[src/logic/lsu_consts.svh]
`ifndef LSU_CONSTS_SVH
`define LSU_CONSTS_SVH

// Datapath sizes.
`define LSU_XLEN   32
`define LSU_LANES  4
`define LSU_CNT_W  5

// Op encodings, packed as {store, signed_ld, word, half}.
`define LSU_OP_W   4
`define LSU_OP_LB  4'b0100
`define LSU_OP_LBU 4'b0000
`define LSU_OP_LH  4'b0101
`define LSU_OP_LHU 4'b0001
`define LSU_OP_LW  4'b0010
`define LSU_OP_SB  4'b1000
`define LSU_OP_SH  4'b1001
`define LSU_OP_SW  4'b1010

`endif

[src/logic/lsu_pkg.sv]
`default_nettype none

`include "lsu_consts.svh"

package lsu_pkg;

   typedef logic [`LSU_XLEN-1:0]  word_t;
   typedef logic [`LSU_XLEN-3:0]  word_adr_t; // Byte address without the low bits.
   typedef logic [`LSU_LANES-1:0] byte_sel_t;
   typedef logic [1:0]            byte_cnt_t;
   typedef logic [`LSU_CNT_W-1:0] bit_cnt_t;
   typedef logic [1:0]            lsb_t;

   // Neither word nor half set means a byte access.
   typedef struct packed {
      logic store;
      logic signed_ld;
      logic word;
      logic half;
   } lsu_op_t;

   typedef struct packed {
      word_adr_t adr;
      word_t     dat;
      byte_sel_t sel;
      logic      we;
      logic      stb;
   } wb_req_t;

   typedef enum logic [1:0] {
      IDLE,
      SHIFT_IN,
      BUS,
      SHIFT_OUT
   } seq_state_t;

endpackage

`default_nettype wire

[src/logic/lsu_bus_port.sv]
`timescale 1ns/1ps
`default_nettype none

module lsu_bus_port
   import lsu_pkg::*;
(
   input  wire        i_clk,
   input  wire        i_rst_n,
   input  wire        i_go,
   input  word_adr_t  i_adr,
   input  wire        i_store,
   input  word_t      i_dat,
   input  byte_sel_t  i_sel,
   output wb_req_t    o_wb_req,
   input  wire        i_wb_ack,
   output logic       o_ack
);

   word_adr_t adr_q;
   logic      we_q;
   logic      stb_q;

   always_ff @(posedge i_clk) begin
      if (i_go) begin
         adr_q <= i_adr;
         we_q  <= i_store;
      end
   end

   // Strobe holds until the acknowledge.
   always_ff @(posedge i_clk) begin
      if (!i_rst_n)
         stb_q <= 1'b0;
      else if (i_go)
         stb_q <= 1'b1;
      else if (o_ack)
         stb_q <= 1'b0;
   end

   assign o_ack = i_wb_ack & stb_q; // Ack outside the strobe is ignored.

   always_comb begin
      o_wb_req.adr = adr_q;
      o_wb_req.dat = i_dat; // Lanes are idle during the bus phase.
      o_wb_req.sel = i_sel;
      o_wb_req.we  = we_q;
      o_wb_req.stb = stb_q;
   end

endmodule

`default_nettype wire

[src/logic/lsu_lane_shifter.sv]
`timescale 1ns/1ps
`default_nettype none

`include "lsu_consts.svh"

module lsu_lane_shifter
   import lsu_pkg::*;
(
   input  wire        i_clk,
   input  wire        i_en,
   input  wire        i_init,
   input  wire        i_mem_op,
   input  lsu_op_t    i_op,
   input  byte_cnt_t  i_bytecnt,
   input  lsb_t       i_lsb,
   input  wire        i_rs2,
   output logic       o_rd,
   output logic       o_misalign,
   output word_t      o_wb_dat,
   output byte_sel_t  o_wb_sel,
   input  word_t      i_wb_rdt,
   input  wire        i_wb_ack
);

   logic [`LSU_LANES-1:0][7:0] lanes;

   byte_cnt_t dat_sel;
   logic      dat_cur;
   logic      dat_valid;
   logic      signbit;
   logic      misalign;
   logic      wide;
   byte_sel_t fill;
   byte_sel_t drain;
   byte_sel_t lane_en;

   // Upper bytes of a load come from the upper lanes regardless of offset.
   assign dat_sel   = i_bytecnt[1] ? i_bytecnt : (i_bytecnt | i_lsb);
   assign dat_cur   = lanes[dat_sel][0];
   assign dat_valid = i_op.word | (i_bytecnt == 2'd0) | (i_op.half & ~i_bytecnt[1]);

   // Past the access width, send the kept sign bit.
   assign o_rd = i_mem_op & (dat_valid ? dat_cur : (signbit & i_op.signed_ld));

   assign wide = i_op.word | i_op.half;

   // Store fill. Byte 0 goes everywhere, later bytes overwrite by width.
   always_comb begin
      fill[0] = (i_bytecnt == 2'd0);
      fill[1] = fill[0] | ((i_bytecnt == 2'd1) & wide);
      fill[2] = fill[0] | ((i_bytecnt == 2'd2) & i_op.word);
      fill[3] = fill[0] | ((i_bytecnt == 2'd1) & wide) |
                ((i_bytecnt == 2'd3) & i_op.word);
   end

   always_comb begin
      for (int n = 0; n < `LSU_LANES; n++) begin
         drain[n] = (dat_sel == byte_cnt_t'(n));
      end
   end

   assign lane_en = i_en ? (i_init ? fill : drain) : '0;

   always_ff @(posedge i_clk) begin
      for (int n = 0; n < `LSU_LANES; n++) begin
         if (lane_en[n])
            lanes[n] <= {i_rs2, lanes[n][7:1]}; // LSB first.
      end
      if (i_wb_ack)
         lanes <= i_wb_rdt; // Parallel load of read data.
      if (i_en & dat_valid)
         signbit <= dat_cur;
      misalign <= (i_lsb[0] & wide) | (i_lsb[1] & i_op.word);
   end

   assign o_wb_dat = lanes;

   // Byte enables.
   assign o_wb_sel[0] = (i_lsb == 2'd0);
   assign o_wb_sel[1] = (wide & ~i_lsb[1]) | (i_lsb == 2'd1);
   assign o_wb_sel[2] = i_op.word | (i_lsb == 2'd2);
   assign o_wb_sel[3] = i_op.word | (i_op.half & i_lsb[1]) | (i_lsb == 2'd3);

   assign o_misalign = misalign & i_mem_op;

endmodule

`default_nettype wire

[src/logic/lsu_sequencer.sv]
`timescale 1ns/1ps
`default_nettype none

module lsu_sequencer
   import lsu_pkg::*;
(
   input  wire        i_clk,
   input  wire        i_rst_n,
   input  wire        i_start,
   input  wire        i_store,
   input  wire        i_misalign,
   input  wire        i_ack,
   output logic       o_en,
   output logic       o_init,
   output logic       o_mem_op,
   output logic       o_bus_go,
   output logic       o_rd_valid,
   output logic       o_done,
   output logic       o_misalign,
   output logic       o_busy,
   output byte_cnt_t  o_bytecnt
);

   seq_state_t state;
   bit_cnt_t   cnt;
   logic       go_sent; // Bus request issued for this op.
   logic       done_q;
   logic       last;
   logic       check;

   assign last  = &cnt;
   assign check = (state == BUS) & ~go_sent; // First BUS cycle decides.

   always_ff @(posedge i_clk) begin
      if (!i_rst_n) begin
         state   <= IDLE;
         cnt     <= '0;
         go_sent <= 1'b0;
         done_q  <= 1'b0;
      end else begin
         done_q <= 1'b0;
         case (state)
            IDLE: begin
               if (i_start & ~o_busy) begin
                  state <= SHIFT_IN;
                  cnt   <= '0;
               end
            end
            SHIFT_IN: begin
               cnt <= cnt + 1'b1;
               if (last) begin
                  state   <= BUS;
                  go_sent <= 1'b0;
               end
            end
            BUS: begin
               if (check) begin
                  if (i_misalign)
                     state <= IDLE; // Early exit, no bus cycle.
                  else
                     go_sent <= 1'b1;
               end else if (i_ack) begin
                  if (i_store) begin
                     state  <= IDLE;
                     done_q <= 1'b1;
                  end else begin
                     state <= SHIFT_OUT;
                     cnt   <= '0;
                  end
               end
            end
            SHIFT_OUT: begin
               cnt <= cnt + 1'b1;
               if (last) begin
                  state  <= IDLE;
                  done_q <= 1'b1;
               end
            end
            default: state <= IDLE;
         endcase
      end
   end

   assign o_en       = (state == SHIFT_IN) | (state == SHIFT_OUT);
   assign o_init     = (state == SHIFT_IN);
   assign o_mem_op   = (state != IDLE);
   assign o_bytecnt  = o_en ? cnt[4:3] : 2'd0;
   assign o_bus_go   = check & ~i_misalign;
   assign o_misalign = check & i_misalign;
   assign o_rd_valid = (state == SHIFT_OUT);
   assign o_done     = done_q | o_misalign;
   assign o_busy     = (state != IDLE) | done_q; // Covers the done cycle.

endmodule

`default_nettype wire

[src/logic/serial_lsu.sv]
`timescale 1ns/1ps
`default_nettype none

`include "lsu_consts.svh"

module serial_lsu
   import lsu_pkg::*;
(
   input  wire                 i_clk,
   input  wire                 i_rst_n,
   input  wire                 i_start,
   input  lsu_op_t             i_op,
   input  wire [`LSU_XLEN-1:0] i_adr,
   input  wire                 i_rs2,
   output logic                o_rd,
   output logic                o_rd_valid,
   output logic                o_misalign,
   output logic                o_done,
   output logic                o_busy,
   output wb_req_t             o_wb_req,
   input  word_t               i_wb_rdt,
   input  wire                 i_wb_ack
);

   lsu_op_t              op_q;
   logic [`LSU_XLEN-1:0] adr_q;

   lsb_t      adr_lsb;
   word_adr_t adr_word;
   logic      en;
   logic      init;
   logic      mem_op;
   logic      bus_go;
   logic      bus_ack;
   logic      misalign_lvl;
   byte_cnt_t bytecnt;
   word_t     wb_dat;
   byte_sel_t wb_sel;

   // Request held for the whole operation.
   always_ff @(posedge i_clk) begin
      if (i_start & ~o_busy) begin
         op_q  <= i_op;
         adr_q <= i_adr;
      end
   end

   assign adr_lsb  = adr_q[1:0];
   assign adr_word = adr_q[`LSU_XLEN-1:2];

   lsu_sequencer u_seq (
      .i_clk      (i_clk),
      .i_rst_n    (i_rst_n),
      .i_start    (i_start),
      .i_store    (op_q.store),
      .i_misalign (misalign_lvl),
      .i_ack      (bus_ack),
      .o_en       (en),
      .o_init     (init),
      .o_mem_op   (mem_op),
      .o_bus_go   (bus_go),
      .o_rd_valid (o_rd_valid),
      .o_done     (o_done),
      .o_misalign (o_misalign),
      .o_busy     (o_busy),
      .o_bytecnt  (bytecnt)
   );

   lsu_lane_shifter u_lanes (
      .i_clk      (i_clk),
      .i_en       (en),
      .i_init     (init),
      .i_mem_op   (mem_op),
      .i_op       (op_q),
      .i_bytecnt  (bytecnt),
      .i_lsb      (adr_lsb),
      .i_rs2      (i_rs2),
      .o_rd       (o_rd),
      .o_misalign (misalign_lvl),
      .o_wb_dat   (wb_dat),
      .o_wb_sel   (wb_sel),
      .i_wb_rdt   (i_wb_rdt),
      .i_wb_ack   (bus_ack)
   );

   lsu_bus_port u_bus (
      .i_clk    (i_clk),
      .i_rst_n  (i_rst_n),
      .i_go     (bus_go),
      .i_adr    (adr_word),
      .i_store  (op_q.store),
      .i_dat    (wb_dat),
      .i_sel    (wb_sel),
      .o_wb_req (o_wb_req),
      .i_wb_ack (i_wb_ack),
      .o_ack    (bus_ack)
   );

endmodule

`default_nettype wire

[config.mk]
export PLATFORM = sky130hd
export DESIGN_NAME = serial_lsu
export DESIGN_NICKNAME = d
export VERILOG_FILES = /design/src/logic/lsu_pkg.sv /design/src/logic/lsu_bus_port.sv /design/src/logic/lsu_lane_shifter.sv /design/src/logic/lsu_sequencer.sv /design/src/logic/serial_lsu.sv
export VERILOG_INCLUDE_DIRS = /design/src /design/src/logic
export SDC_FILE = /design/constraint.sdc
export NUM_CORES = 1
export LEC_CHECK = 0
export ABC_CLOCK_PERIOD_IN_PS = 10870
export BUFFER_PORTS_ARGS = -buffer_cell sky130_fd_sc_hd__buf_4
export CORE_UTILIZATION = 35
export CTS_BUF_LIST = sky130_fd_sc_hd__clkbuf_4
export CTS_CLUSTER_DIAMETER = 200
export DETAILED_ROUTE_END_ITERATION = 16
export PLACE_DENSITY = 0.69
export SLEW_MARGIN = 20
export SYNTH_ARGS = -nofsm -noshare
export SYNTH_HDL_FRONTEND = slang
export SYNTH_HIERARCHICAL = 1
export SYNTH_SLANG_ARGS = --single-unit
[constraint.sdc]
create_clock -name i_clk -period 10.87 [get_ports i_clk]
set_clock_uncertainty 0.1 [all_clocks]
set_input_delay 1.6305 -clock i_clk [delete_from_list [all_inputs] [get_ports i_clk]]
set_output_delay 1.6305 -clock i_clk [all_outputs]
set_load 0.01 [all_outputs]
Yosys cells after proc, flatten, opt, wreduce, memory -nomap -nowiden
Index checks and enable logic that the tools add are counted.
- bits in registers: 111
- word-level logic and storage cells: 131
- add/sub/neg operators: 1
- order comparisons: 1
- equality and inequality tests: 22
- muxes and demuxes: 36
- bitwise gates (word level): 37
- reductions and logical operators: 16
- operator list (cell ; number):
    $mux 32 ; 1
    $mux 8 ; 4
    $mux 5 ; 4
    $mux 2 ; 9
    $and 1x1->1 ; 17
    $bmux 8 s2 ; 1
    $eq 2x2->1 const B ; 8
    $pmux 5 s3 ; 1
    $or 1x1->1 ; 14
    $reduce_bool 2->1 ; 7
    $ne 2x2->1 const B ; 6
    $mux 1 ; 11
    $reduce_and 5->1 ; 2
    $eq 2x1->1 const B ; 4
    $logic_not 2->1 ; 4
    $mux 4 ; 2
    $pmux 2 s4 ; 1
    $reduce_and 4->1 ; 2
    $ne 3x2->1 const B ; 2
    $add 5x1->5 const B ; 1
    $not 1->1 ; 5
    $ne 2x1->1 const B ; 2
    $pmux 1 s2 ; 2
    $lt 2x3->1 const B ; 1
    2 further kinds ; 2

Depth between registers and ports, before layout
Gate-level depths: netlist (run 1).
- word-level depth: 11
- mapped depth: 7

Hierarchy
Netlist (run 1), hierarchy kept.
- modules (own cells, without submodules) (module ; instances ; cells an instance ; area each (um2) ; sequential area each (um2)):
    lsu_lane_shifter ; 1 ; 113 ; 1637.8 ; 1011.0
    lsu_bus_port ; 1 ; 73 ; 1257.5 ; 950.9
    serial_lsu ; 1 ; 37 ; 1094.8 ; 1081.0
    lsu_sequencer ; 1 ; 60 ; 511.7 ; 180.2

Worst setup path after synthesis (run 1)
OpenSTA, ideal clock, no wires.
- path type: flip-flop to flip-flop
- from: register u_seq.state[0]
- to: register u_bus.adr_q[0], enable pin
- setup time: 460 ps
- arrival: 3049 ps
- data required time: 10310 ps
- setup slack: 7261 ps
- cell stages (with the launch flop): 5
- clock period less this slack: 3609 ps
- cell sequence: dfxtp_1 > buf_2 > or2_4 > and2_1 > nor3_1
- word-level cells in the longest chain between the ends: 4
- ends and longest elaborated chain (element ; RTL line ; source):
    from (decl) ; lsu_sequencer.sv:24 ; seq_state_t state;
    from (signal assigned) ; lsu_sequencer.sv:36 ; state <= IDLE;
    from (signal assigned) ; lsu_sequencer.sv:45 ; state <= SHIFT_IN;
    from (signal assigned) ; lsu_sequencer.sv:52 ; state <= BUS;
    $reduce_bool 2->1 ; lsu_sequencer.sv:86 ; assign o_mem_op = (state != IDLE);
    net mem_op ; serial_lsu.sv:32 ; logic mem_op;
    $and 1x1->1 ; lsu_lane_shifter.sv:84 ; assign o_misalign = misalign & i_mem_op;
    net misalign_lvl ; serial_lsu.sv:35 ; logic misalign_lvl;
    $not 1->1 ; lsu_sequencer.sv:88 ; assign o_bus_go = check & ~i_misalign;
    $and 1x1->1 ; lsu_sequencer.sv:88 ;
    net bus_go ; serial_lsu.sv:33 ; logic bus_go;
    to (signal assigned) ; lsu_bus_port.sv:25 ; adr_q <= i_adr;
    to (decl) ; lsu_bus_port.sv:19 ; word_adr_t adr_q;
The timed path passes the listed nets, and every way through them passes these cells.
A chain may end at the register's enable or synchronous reset.

Final worst setup path (run 1)
- from: register u_seq.state[0]
- to: output o_rd
- word-level cells in the longest chain between the ends: 9
- ends and longest elaborated chain (element ; RTL line ; source):
    $eq 2x1->1 / $eq 2x2->1 (equally long branches) ; lsu_sequencer.sv:84 ; assign o_en = (state == SHIFT_IN) | (state == SHIFT_OUT);
    $or 1x1->1 * ; lsu_sequencer.sv:84 ;
    $mux 2 * ; lsu_sequencer.sv:87 ; assign o_bytecnt = o_en ? cnt[4:3] : 2'd0;
    net bytecnt[1] ; serial_lsu.sv:36 ; byte_cnt_t bytecnt;
    $or 2x2->2 ; lsu_lane_shifter.sv:38 ; assign dat_sel = i_bytecnt[1] ? i_bytecnt : (i_bytecnt | i_lsb);
    $mux 2 * ; lsu_lane_shifter.sv:38 ;
    $bmux 8 s2 * ; lsu_lane_shifter.sv:39 ; assign dat_cur = lanes[dat_sel][0];
    $mux 1 (implied by the code) * ; lsu_lane_shifter.sv:39 ;
    net u_lanes.dat_cur ; lsu_lane_shifter.sv:28 ; logic dat_cur;
    $mux 1 * ; lsu_lane_shifter.sv:43 ; assign o_rd = i_mem_op & (dat_valid ? dat_cur : (signbit & i_op.signed_ld));
    $and 1x1->1 * ; lsu_lane_shifter.sv:43 ;
    to (decl) ; serial_lsu.sv:15 ; output logic o_rd,
Mark *: on every way through the listed nets, which the timed path passes. The rest lies on a longest branch. The select of a mux whose other input is x is not followed.

==> flow_metrics.py, run 1 <==
metrics = {
    "sta": {
        "setup_viol_count_final": 0,
        "slew_viol_final": 0,
        "fin_crit_sh_pct": 38.4,
        "rsz0062_at_grt": "false",
        "totalNegativeSetupSlack_ns": 0,
        "max_clock_freq_mhz": 239,
        "final-hold-violation-count": 0,
        "fin_worst_hold_slack_ns": 0.327,
        "max_slew.worst_pin.slew_ns": 0.993,
        "finalCriticalPeriod_ns": 4.18,
        "timing.max_slew.rel_slack_pct": 33.6,
    },
    "floorplan": {
        "floorplan.die_area_um2": 13300,
        "die_w_um": 115,
        "std_cell_rows": 41,
        "dieHeight_um": 115,
        "io-pin-count": 146,
        "floorplan.initialDensity_pct": 35.8,
        "coreArea_um2": 12600,
    },
    "pwr": {
        "leakagePower_nw": 2.19,
        "pwr_density_cell_nw_per_um2": 131,
        "ir_worst_vdd_uv": 69.3,
    },
    "cts": {
        "h-tree-depth": 3,
        "ctsHoldBuffers": 0,
        "clk-insertion-delay-late_ns": 0.46,
        "cts_root_buffer": "clkbuf_4",
        "postCtsSetupRepairBufs": 0,
        "cts_max_path_buffers": 2,
        "cts.reportedPaths.clkPinSlew_ns": 0.17,
        "cts_inserted_buffers": 9,
        "post_cts_resized": 0,
        "clock_sink_count": 111,
        "tritoncts_clock_tree": "built",
    },
    "global_routing": {
        "antenna_found_initial": 1,
        "globalRouteTotalUtil_pct": 13.4,
        "grtUsageMet3_pct": 3.45,
        "grt_pass1_wl_um": 13100,
        "grt_max_degree": 40,
        "use_met2_pct": 23.4,
        "groute.layer.met1.usage_pct": 15.7,
        "grt_residual_overflow": 0,
        "first_global_vias": 2465,
        "grt_busiest_layer": "met2",
    },
    "worst_setup_path": {
        "worst_setup_path_startpoint": "u_seq/state[0]",
        "cp.required_ns": 9.14,
        "worst_setup_path_start_kind": "flip-flop",
        "path_class": "flip-flop to output port",
        "critical_path_arrival_ns": 2.45,
        "cp_cell_sequence": "and2_1, or2_4, o21ai_2, o32ai_2, a31o_1, buf_4",
        "critical_path.endpoint": "o_rd",
        "reg2reg_from": "u_seq/state[0]",
        "r2r_setup_slack_ns": 8.44,
        "critical_path_depth": 6,
        "timing.critical_path.fanout_max": 22,
        "critPathTopFamily": "flip-flops",
        "critPathBufInv": 1,
        "cp_slowest_cell": "dfxtp_1",
        "crit_path_max_incr_delay_ns": 0.77,
        "endpoint_kind": "output port",
        "worst_r2r_path_depth": 4,
        "r2r-end": "u_lanes/o_wb_dat[9]",
    },
    "routing": {
        "dr.first_iter.drc_count": 176,
        "postRouteAntennaNets": 0,
        "via_per_inst": 4.44,
        "drt_pass1_iterations": 4,
        "dr_total_vias": 2537,
        "detailed_route_drc_error_count": 0,
        "drt-total-wl_um": 8530,
        "wl_per_cell_um": 14.9,
    },
    "run_status": {
        "outcome": "finished clean",
    },
    "synthesis": {
        "syn_inst": 283,
        "synthesis.area_per_instance_um2": 15.9,
        "post-synth-top-area-fraction_pct": 66.7,
        "yosys_register_bits": 111,
        "synth.distinct_cells": 48,
        "synth_top_area_cell": "edfxtp_1",
        "postSynthNetCount": 358,
        "synthesis.yosys.warnings": 6,
        "synth_top_flop_cell": "edfxtp_1",
        "post-synth-top-count-cell": "edfxtp_1",
        "synthArstFlopShare_pct": 0,
        "netlist_top_cells_area": "edfxtp_1, buf_4, mux2_1, dfxtp_1, mux2_2",
        "netlist_area_um2": 4500,
        "synth_commonest_cells": "edfxtp_1, buf_4, mux2_1",
        "synth-edff-count": 100,
        "share_of_synthesized_area_occupied_by_flip_flops_and_latches_pct": 71.6,
    },
    "run": {
        "max_cap_violations": 0,
    },
    "placed_design": {
        "place_hpwl_um": 6180,
        "placement.io_buffers": 145,
        "gp_congestion": 0.778,
    },
    "min_path": {
        "holdCritPathClass": "flip-flop to flip-flop",
        "min_from": "adr_q[20]",
    },
    "final_layout": {
        "drive_above_1_share_pct": 45.9,
        "areaGrowthSynthToFinish_pct": 24.9,
        "design.final.nets": 469,
    },
}
==> registers in the layout, indices dropped and copies added, names as in the netlist <==
signal            count
op_q                  4
u_bus/adr_q          30
u_lanes/o_wb_dat     32
u_lanes/signbit       1
u_seq/done_q          1
u_bus/we_q            1
u_seq/state           2
u_seq/go_sent         1
u_bus/stb_q           1
u_seq/cnt             5
adr_q                32
u_lanes/misalign      1
==> final cells by class <==
cell class | count | area (um2)
Fill cell | 1157 | 6950
Inverter | 5 | 18.8
Multi-Input combinational cell | 121 | 942
Timing Repair Buffer | 146 | 1100
Sequential cell | 111 | 3220
Clock buffer | 10 | 75.1
Antenna cell | 1 | 2.50
Tap cell | 172 | 215
Clock inverter | 6 | 50.0
==> power by group <==
part	internal, mW	total, mW	switching [mW]
sequential	0.482	0.489	0.00768
clock	0.0538	0.193	0.139
combinational	0.0323	0.0556	0.0234
total	0.568	0.738	0.170
==> per-stage QoR <==
step	instance area (um2)	power (mW)	setup slack (ns)	cells	utilization, %
after floorplan	4500	0.527	7.26	283	-
after global placement	5500	0.554	7.25	555	43.7
after detailed placement	5500	0.556	7.24	555	43.7
after CTS	5620	0.748	6.68	571	44.7
after global routing	5620	0.769	6.50	572	44.7
final	5620	0.738	6.69	572	44.7
==> layout by cell type (no fill, tap or decap), drive strengths merged, types with 2 or more instances in the layout <==
master and n:
ha 2, nor2b 4, or2 4, clkbuf 10, mux2 28, nand2b 5
a21oi 4, and2 6, edfxtp 100, a311oi 2, o21bai 2, a21o 2
nor3 3, nand2 14, and3 3, nor2 8, nand3 7, inv 9
a41o 3, dfxtp 11, o32ai 2, clkinv 2, buf 146, mux2i 2
o21ai 8
==> worst min-delay path by stage <==
stage | endpoint | slack [ns] | cells after the start
6_report | u_bus/adr_q[18] | 0.33 | 0
3_3_place_gp | u_bus/adr_q[28] | 0.30 | 0
3_5_place_dp | u_bus/adr_q[21] | 0.30 | 0
4_1_cts | u_bus/adr_q[7] | 0.34 | 0
5_1_grt | u_bus/adr_q[7] | 0.35 | 0
2_1_floorplan | u_bus/adr_q[0] | 0.30 | 0
==> cell families (layout without fill, tap and decap cells) <==
logic type	Yosys count	after routing	share of synthesized area, %
buffers and inverters	51	167	7.59
AND/OR/NAND/NOR	58	58	7.28
multiplexers	30	30	7.45
XOR/XNOR	1	1	0.195
adder cells (fa/ha/maj)	2	2	0.556
flip-flops	111	111	71.6
AO/OA/AOI/OAI	30	30	5.34
other	0	1	0
==> worst register-to-register path: cells and delay by family (launching register included) <==
family	cells	cell delay (ns)
compound gates	2	0.64
buf+inv	1	0.18
flops	1	0.77
simple gates	1	0.41
==> metal layers <==
metal | vias up | wire length (um)
met4 | 0 | 112
met1 | 1231 | 3400
met2 | 71 | 4620
met3 | 8 | 402
li1 | 1227 | -
met5 | - | 0
Note: power is estimated with default switching activity, not from simulation.
==> run 2, diff against run 1 <==
--- a/config.mk
+++ b/config.mk
@@ -6,7 +6,7 @@
 export SDC_FILE = /design/constraint.sdc
 export NUM_CORES = 1
 export LEC_CHECK = 0
-export ABC_CLOCK_PERIOD_IN_PS = 10870
+export ABC_CLOCK_PERIOD_IN_PS = 4200
 export BUFFER_PORTS_ARGS = -buffer_cell sky130_fd_sc_hd__buf_4
 export CORE_UTILIZATION = 35
 export CTS_BUF_LIST = sky130_fd_sc_hd__clkbuf_4
==> constraint.sdc (replaced) <==
create_clock -name i_clk -period 4.2 [get_ports i_clk]
set_clock_uncertainty 0.1 [all_clocks]
set_input_delay 0.63 -clock i_clk [delete_from_list [all_inputs] [get_ports i_clk]]
set_output_delay 0.63 -clock i_clk [all_outputs]
set_load 0.01 [all_outputs]
==> flow_metrics.py, run 2 (synthesized netlist as in run 1, its figures left out) <==
metrics = {
    "run_status": {
        "outcome": "finished clean",
    },
    "worst_setup_path": {
        "worst_setup_path_start_kind": "flip-flop",
        "cp_cell_sequence": "and2_1, or2_4, o21ai_2, o32ai_2, a31o_1, buf_4",
        "r2r-end": "op_q[0]",
        "worst_r2r_path_depth": 2,
        "cp_slowest_cell": "dfxtp_1",
        "critical_path_arrival_ns": 2.45,
        "critPathBufInv": 1,
        "path_class": "flip-flop to output port",
        "crit_path_max_incr_delay_ns": 0.78,
        "timing.critical_path.fanout_max": 22,
        "r2r_setup_slack_ns": 1.76,
        "cp.required_ns": 3.47,
        "critPathTopFamily": "flip-flops",
        "endpoint_kind": "output port",
        "reg2reg_from": "u_seq/state[0]",
    },
    "routing": {
        "dr_wl_met3_um": 325,
        "drt-total-wl_um": 8690,
        "wl_per_cell_um": 15.2,
        "detailed_route_drc_error_count": 0,
        "dr_total_vias": 2525,
        "dr_wl_met2_um": 4710,
        "drt_pass1_iterations": 4,
        "top_layer_used": "met4",
        "met1_length_um": 3550,
        "postRouteAntennaNets": 0,
        "via_per_inst": 4.41,
        "dr.first_iter.drc_count": 105,
    },
    "cts": {
        "cts.reportedPaths.clkPinSlew_ns": 0.21,
        "cts_max_path_buffers": 2,
        "postCtsSetupRepairBufs": 0,
        "tritoncts_clock_tree": "built",
        "cts_inserted_buffers": 9,
        "h-tree-depth": 3,
        "clock_sink_count": 111,
        "ctsHoldBuffers": 0,
        "clk-insertion-delay-late_ns": 0.46,
        "cts_root_buffer": "clkbuf_4",
        "post_cts_resized": 0,
    },
    "placed_design": {
        "pre_cts_slack_ns": 1.52,
        "placedCellCount": 555,
        "gp_congestion": 0.824,
        "placement.io_buffers": 145,
        "place_hpwl_um": 6280,
    },
    "final_layout": {
        "areaGrowthSynthToFinish_pct": 25.5,
        "drive_above_1_share_pct": 46.1,
        "number_of_standard_cells_in_the_final_layout_excluding_fillers": 572,
        "final.fill_count": 1128,
        "commonest_cells_after_routing_fill_and_taps_aside": "buf_4, edfxtp_1, mux2_1",
        "design.final.nets": 469,
        "layout.cells.most_common": "buf_4",
    },
    "global_routing": {
        "grt_pass1_wl_um": 13500,
        "grt_residual_overflow": 0,
        "first_global_vias": 2527,
        "globalRouteTotalUtil_pct": 13.8,
        "grt_max_degree": 40,
        "antenna_found_initial": 1,
    },
    "sta": {
        "timing.max_slew.rel_slack_pct": 31.9,
        "max_slew.worst_pin.slew_ns": 1.02,
        "setup_viol_count_final": 0,
        "worst_slack_ns": 1.02,
        "rsz0062_at_grt": "false",
        "finalCriticalPeriod_ns": 3.18,
        "final-hold-violation-count": 0,
        "fin_crit_sh_pct": 75.8,
        "max_clock_freq_mhz": 314,
        "totalNegativeSetupSlack_ns": 0,
        "slew_viol_final": 0,
    },
    "floorplan": {
        "std_cell_rows": 41,
        "io-pin-count": 146,
        "die_w_um": 115,
        "coreArea_um2": 12600,
        "dieHeight_um": 115,
        "floorplan.initialDensity_pct": 35.8,
        "floorplan.die_area_um2": 13300,
    },
    "min_path": {
        "holdCritPathClass": "primary input to flip-flop",
        "min_delay_worst_endpoint": "adr_q[16]",
        "min_from": "i_adr[16]",
        "hold-path-cell-count": 1,
    },
    "pwr": {
        "ir_worst_vdd_uv": 166,
        "portion_of_total_power_attributed_to_sequential_cells_pct": 64.7,
        "cellInternalPower_mw": 1.48,
        "clockPowerShare_pct": 27.9,
        "p_comb_share_pct": 7.4,
        "switching_power_uw": 481,
        "power.share.switching_pct": 24.6,
        "leakagePower_nw": 2.20,
        "pwr_density_cell_nw_per_um2": 347,
    },
    "run": {
        "max_cap_violations": 0,
    },
}
## run 2: area by class of cell
| cell class | count | area, um2 | share of cell area (%) |
|---|---|---|---|
| Clock buffer | 9 | 67.6 | 1.20 |
| Multi-Input combinational cell | 121 | 942 | 16.7 |
| Tap cell | 172 | 215 | 3.81 |
| Clock inverter | 7 | 82.6 | 1.46 |
| Antenna cell | 1 | 2.50 | 0.0443 |
| Timing Repair Buffer | 146 | 1100 | 19.4 |
| Inverter | 5 | 18.8 | 0.332 |
| Sequential cell | 111 | 3220 | 57.1 |
## run 2: per-layer routing
layer  track usage [%]  up-vias
li1                  -     1233
met4              5.19        0
met5                 0        -
met2              24.2       67
met1              16.2     1218
met3              3.71        7
## run 2: stage by stage
| step | utilization [%] | instance area, um2 | power [mW] | hold slack, ns |
|---|---|---|---|---|
| floorplan | - | 4500 | 1.36 | 0.300 |
| finish | 44.9 | 5650 | 1.96 | 0.207 |
| detailed placement | 43.7 | 5500 | 1.44 | 0.305 |
| global route | 44.9 | 5650 | 2.04 | 0.149 |
| CTS | 44.9 | 5650 | 1.98 | 0.179 |
| global placement | 43.7 | 5500 | 1.43 | 0.300 |
## run 2: power groups by stage
stage	Combinational, mW	Clock, mW	Sequential, mW
5_1_grt	0.159	0.605	1.27
4_1_cts	0.148	0.561	1.27
2_1_floorplan	0.0816	0	1.28
6_report	0.145	0.547	1.27
3_5_place_dp	0.148	0	1.29
3_3_place_gp	0.144	0	1.29
## run 2: worst max-delay path by stage
stage / end / startpoint / cells past startpoint / slack (ns)
after global placement: o_rd / u_seq/state[0] / 6 / 1.59
after floorplan: u_bus/adr_q[0] / u_seq/state[0] / 4 / 0.59
after CTS: o_rd / u_seq/state[0] / 6 / 0.97
after detailed placement: o_rd / u_seq/state[0] / 6 / 1.52
after global routing: o_rd / u_seq/state[0] / 6 / 0.78
final: o_rd / u_seq/state[0] / 6 / 1.02
==> run 3, diff against run 2 <==
--- a/config.mk
+++ b/config.mk
@@ -6,13 +6,13 @@
 export SDC_FILE = /design/constraint.sdc
 export NUM_CORES = 1
 export LEC_CHECK = 0
-export ABC_CLOCK_PERIOD_IN_PS = 4200
+export ABC_CLOCK_PERIOD_IN_PS = 2920
 export BUFFER_PORTS_ARGS = -buffer_cell sky130_fd_sc_hd__buf_4
 export CORE_UTILIZATION = 35
 export CTS_BUF_LIST = sky130_fd_sc_hd__clkbuf_4
 export CTS_CLUSTER_DIAMETER = 200
 export DETAILED_ROUTE_END_ITERATION = 16
-export PLACE_DENSITY = 0.69
+export PLACE_DENSITY = 0.71
 export SLEW_MARGIN = 20
 export SYNTH_ARGS = -nofsm -noshare
 export SYNTH_HDL_FRONTEND = slang
==> constraint.sdc (replaced) <==
create_clock -name i_clk -period 2.92 [get_ports i_clk]
set_clock_uncertainty 0.1 [all_clocks]
set_input_delay 0.438 -clock i_clk [delete_from_list [all_inputs] [get_ports i_clk]]
set_output_delay 0.438 -clock i_clk [all_outputs]
set_load 0.01 [all_outputs]
==> flow_metrics.py, run 3 (synthesized netlist as in run 1, its figures left out) <==
metrics = {
    "run_status": {
        "outcome": "finished clean",
    },
    "global_routing": {
        "antenna_found_initial": 1,
        "grt_residual_overflow": 0,
        "first_global_vias": 2570,
        "grt_max_degree": 37,
        "globalRouteTotalUtil_pct": 13.7,
        "grt_pass1_wl_um": 13400,
    },
    "pwr": {
        "cellInternalPower_mw": 2.30,
        "pwr_density_cell_nw_per_um2": 501,
        "ir_worst_vdd_uv": 258,
        "finalPower_mw": 2.95,
        "switching_power_uw": 641,
        "power.share.switching_pct": 21.8,
        "leakagePower_nw": 2.30,
        "portion_of_total_power_attributed_to_sequential_cells_pct": 61.7,
        "clockPowerShare_pct": 30.2,
        "p_comb_share_pct": 8.1,
    },
    "placed_design": {
        "gp_congestion": 0.765,
        "placement.io_buffers": 145,
        "placedCellCount": 558,
        "pre_cts_slack_ns": 0.636,
        "place_hpwl_um": 6530,
    },
    "sta": {
        "finalCriticalPeriod_ns": 2.72,
        "max_slew.worst_pin.slew_ns": 0.741,
        "final-hold-violation-count": 0,
        "totalNegativeSetupSlack_ns": 0,
        "worst_slack_ns": 0.200,
        "setup_viol_count_final": 0,
        "timing.max_slew.rel_slack_pct": 50.6,
        "fin_worst_hold_slack_ns": 0.0482,
        "slew_viol_final": 0,
        "max_clock_freq_mhz": 368,
        "fin_crit_sh_pct": 93.2,
        "rsz0062_at_grt": "false",
    },
    "routing": {
        "dr.first_iter.drc_count": 148,
        "drt-total-wl_um": 9170,
        "drt_pass1_iterations": 4,
        "detailed_route_drc_error_count": 0,
        "dr_total_vias": 2662,
        "wl_per_cell_um": 15.5,
        "postRouteAntennaNets": 0,
        "via_per_inst": 4.49,
    },
    "worst_setup_path": {
        "timing.critical_path.fanout_max": 16,
        "worst_r2r_path_depth": 5,
        "cp_cell_sequence": "buf_4, and2_2, nor2_2, mux2i_1, o32ai_2, a31o_1, buf_4",
        "critical_path_arrival_ns": 2.18,
        "endpoint_kind": "output port",
        "path_class": "flip-flop to output port",
        "worst_setup_path_start_kind": "flip-flop",
        "cp_slowest_cell": "dfxtp_2",
        "crit_path_max_incr_delay_ns": 0.38,
        "worst_path_most_repeated_cell": "buf_4",
        "cp.required_ns": 2.38,
    },
    "final_layout": {
        "commonest_cells_after_routing_fill_and_taps_aside": "buf_4, edfxtp_1, mux2_1",
        "areaGrowthSynthToFinish_pct": 30.7,
        "final.fill_count": 1113,
        "layout.cells.most_common": "buf_4",
        "design.final.nets": 490,
        "drive_above_1_share_pct": 45.2,
        "number_of_standard_cells_in_the_final_layout_excluding_fillers": 593,
    },
    "cts": {
        "clk-insertion-delay-late_ns": 0.45,
        "h-tree-depth": 3,
        "cts.reportedPaths.clkPinSlew_ns": 0.17,
        "tritoncts_clock_tree": "built",
        "cts_root_buffer": "clkbuf_4",
        "cts_max_path_buffers": 2,
        "cts_inserted_buffers": 9,
        "clock_sink_count": 111,
    },
    "floorplan": {
        "die_w_um": 115,
        "dieHeight_um": 115,
        "coreArea_um2": 12600,
        "floorplan.initialDensity_pct": 35.8,
        "std_cell_rows": 41,
        "floorplan.die_area_um2": 13300,
        "io-pin-count": 146,
    },
    "min_path": {
        "hold-path-cell-count": 1,
        "holdCritPathClass": "primary input to flip-flop",
    },
    "run": {
        "max_cap_violations": 0,
    },
}
## run 3: cell types whose count changed in the layout (fill, tap and decap cells not counted), moves of 2 or more
cell,change
buf_4,+3
bufinv_16,+2
clkinv_8,-2
dlygate4sd3_1,+18
inv_6,+2
inv_8,-2
## run 3: through the flow
stage	util (%)	area [um2]
after CTS	45.3	5700
after global placement	44.0	5520
after global routing	46.8	5880
after floorplan	-	4510
after detailed placement	44.0	5520
final	46.8	5880
## run 3: worst max-delay path, delay by kind of cell (launching register included)
family,cells,cell delay (ns)
AO/OA/AOI/OAI,2,0.35
buffers and inverters,2,0.34
flip-flops,1,0.38
multiplexers,1,0.25
AND/OR/NAND/NOR,2,0.40
## run 3: power by group through the flow
stage / clock, mW / combinational (mW) / sequential, mW
after floorplan: 0 / 0.118 / 1.84
after global placement: 0 / 0.213 / 1.85
after detailed placement: 0 / 0.220 / 1.85
after CTS: 0.926 / 0.220 / 1.82
after global routing: 0.981 / 0.257 / 1.83
final: 0.890 / 0.238 / 1.82
## run 3: what timing repair did
action                                 in CTS  in global routing
resized for setup                           0                  3
hold buffers                                0                 18
setup endpoints to repair                   0                  1
buffers inserted                            0                  0
endpoints found under the hold margin       0                 18
## run 3: final cells by class
type                    count  area [um2]  area share [%]
multi-input cells         121         952            16.2
inverters                   5        18.8           0.319
clock buffers              10        75.1            1.28
well taps                 172         215            3.66
flip-flops and latches    111        3220            54.8
diodes                      1        2.50          0.0425
clock inverters             6        97.6            1.66
repair buffers            167        1300            22.1
## run 3: path summary, 6_finish.rpt
| kind | from | to | slack [ns] |
|---|---|---|---|
| worst max-delay path | u_seq/state[0] | o_rd | 0.20 |
| worst min-delay path | i_adr[19] | adr_q[19] | 0.05 |
| worst max register to register | u_seq/state[0] | u_lanes/o_wb_dat[27] | 0.74 |
| worst min register to register | adr_q[20] | u_bus/adr_q[18] | 0.33 |
## run 3: metal layers
metal | routed length, um | global-route usage, % | vias up
li1 | - | - | 1272
met3 | 451 | 3.56 | 12
met2 | 4930 | 23.8 | 85
met5 | 0 | 0 | -
met1 | 3610 | 15.8 | 1293
met4 | 187 | 6.32 | 0
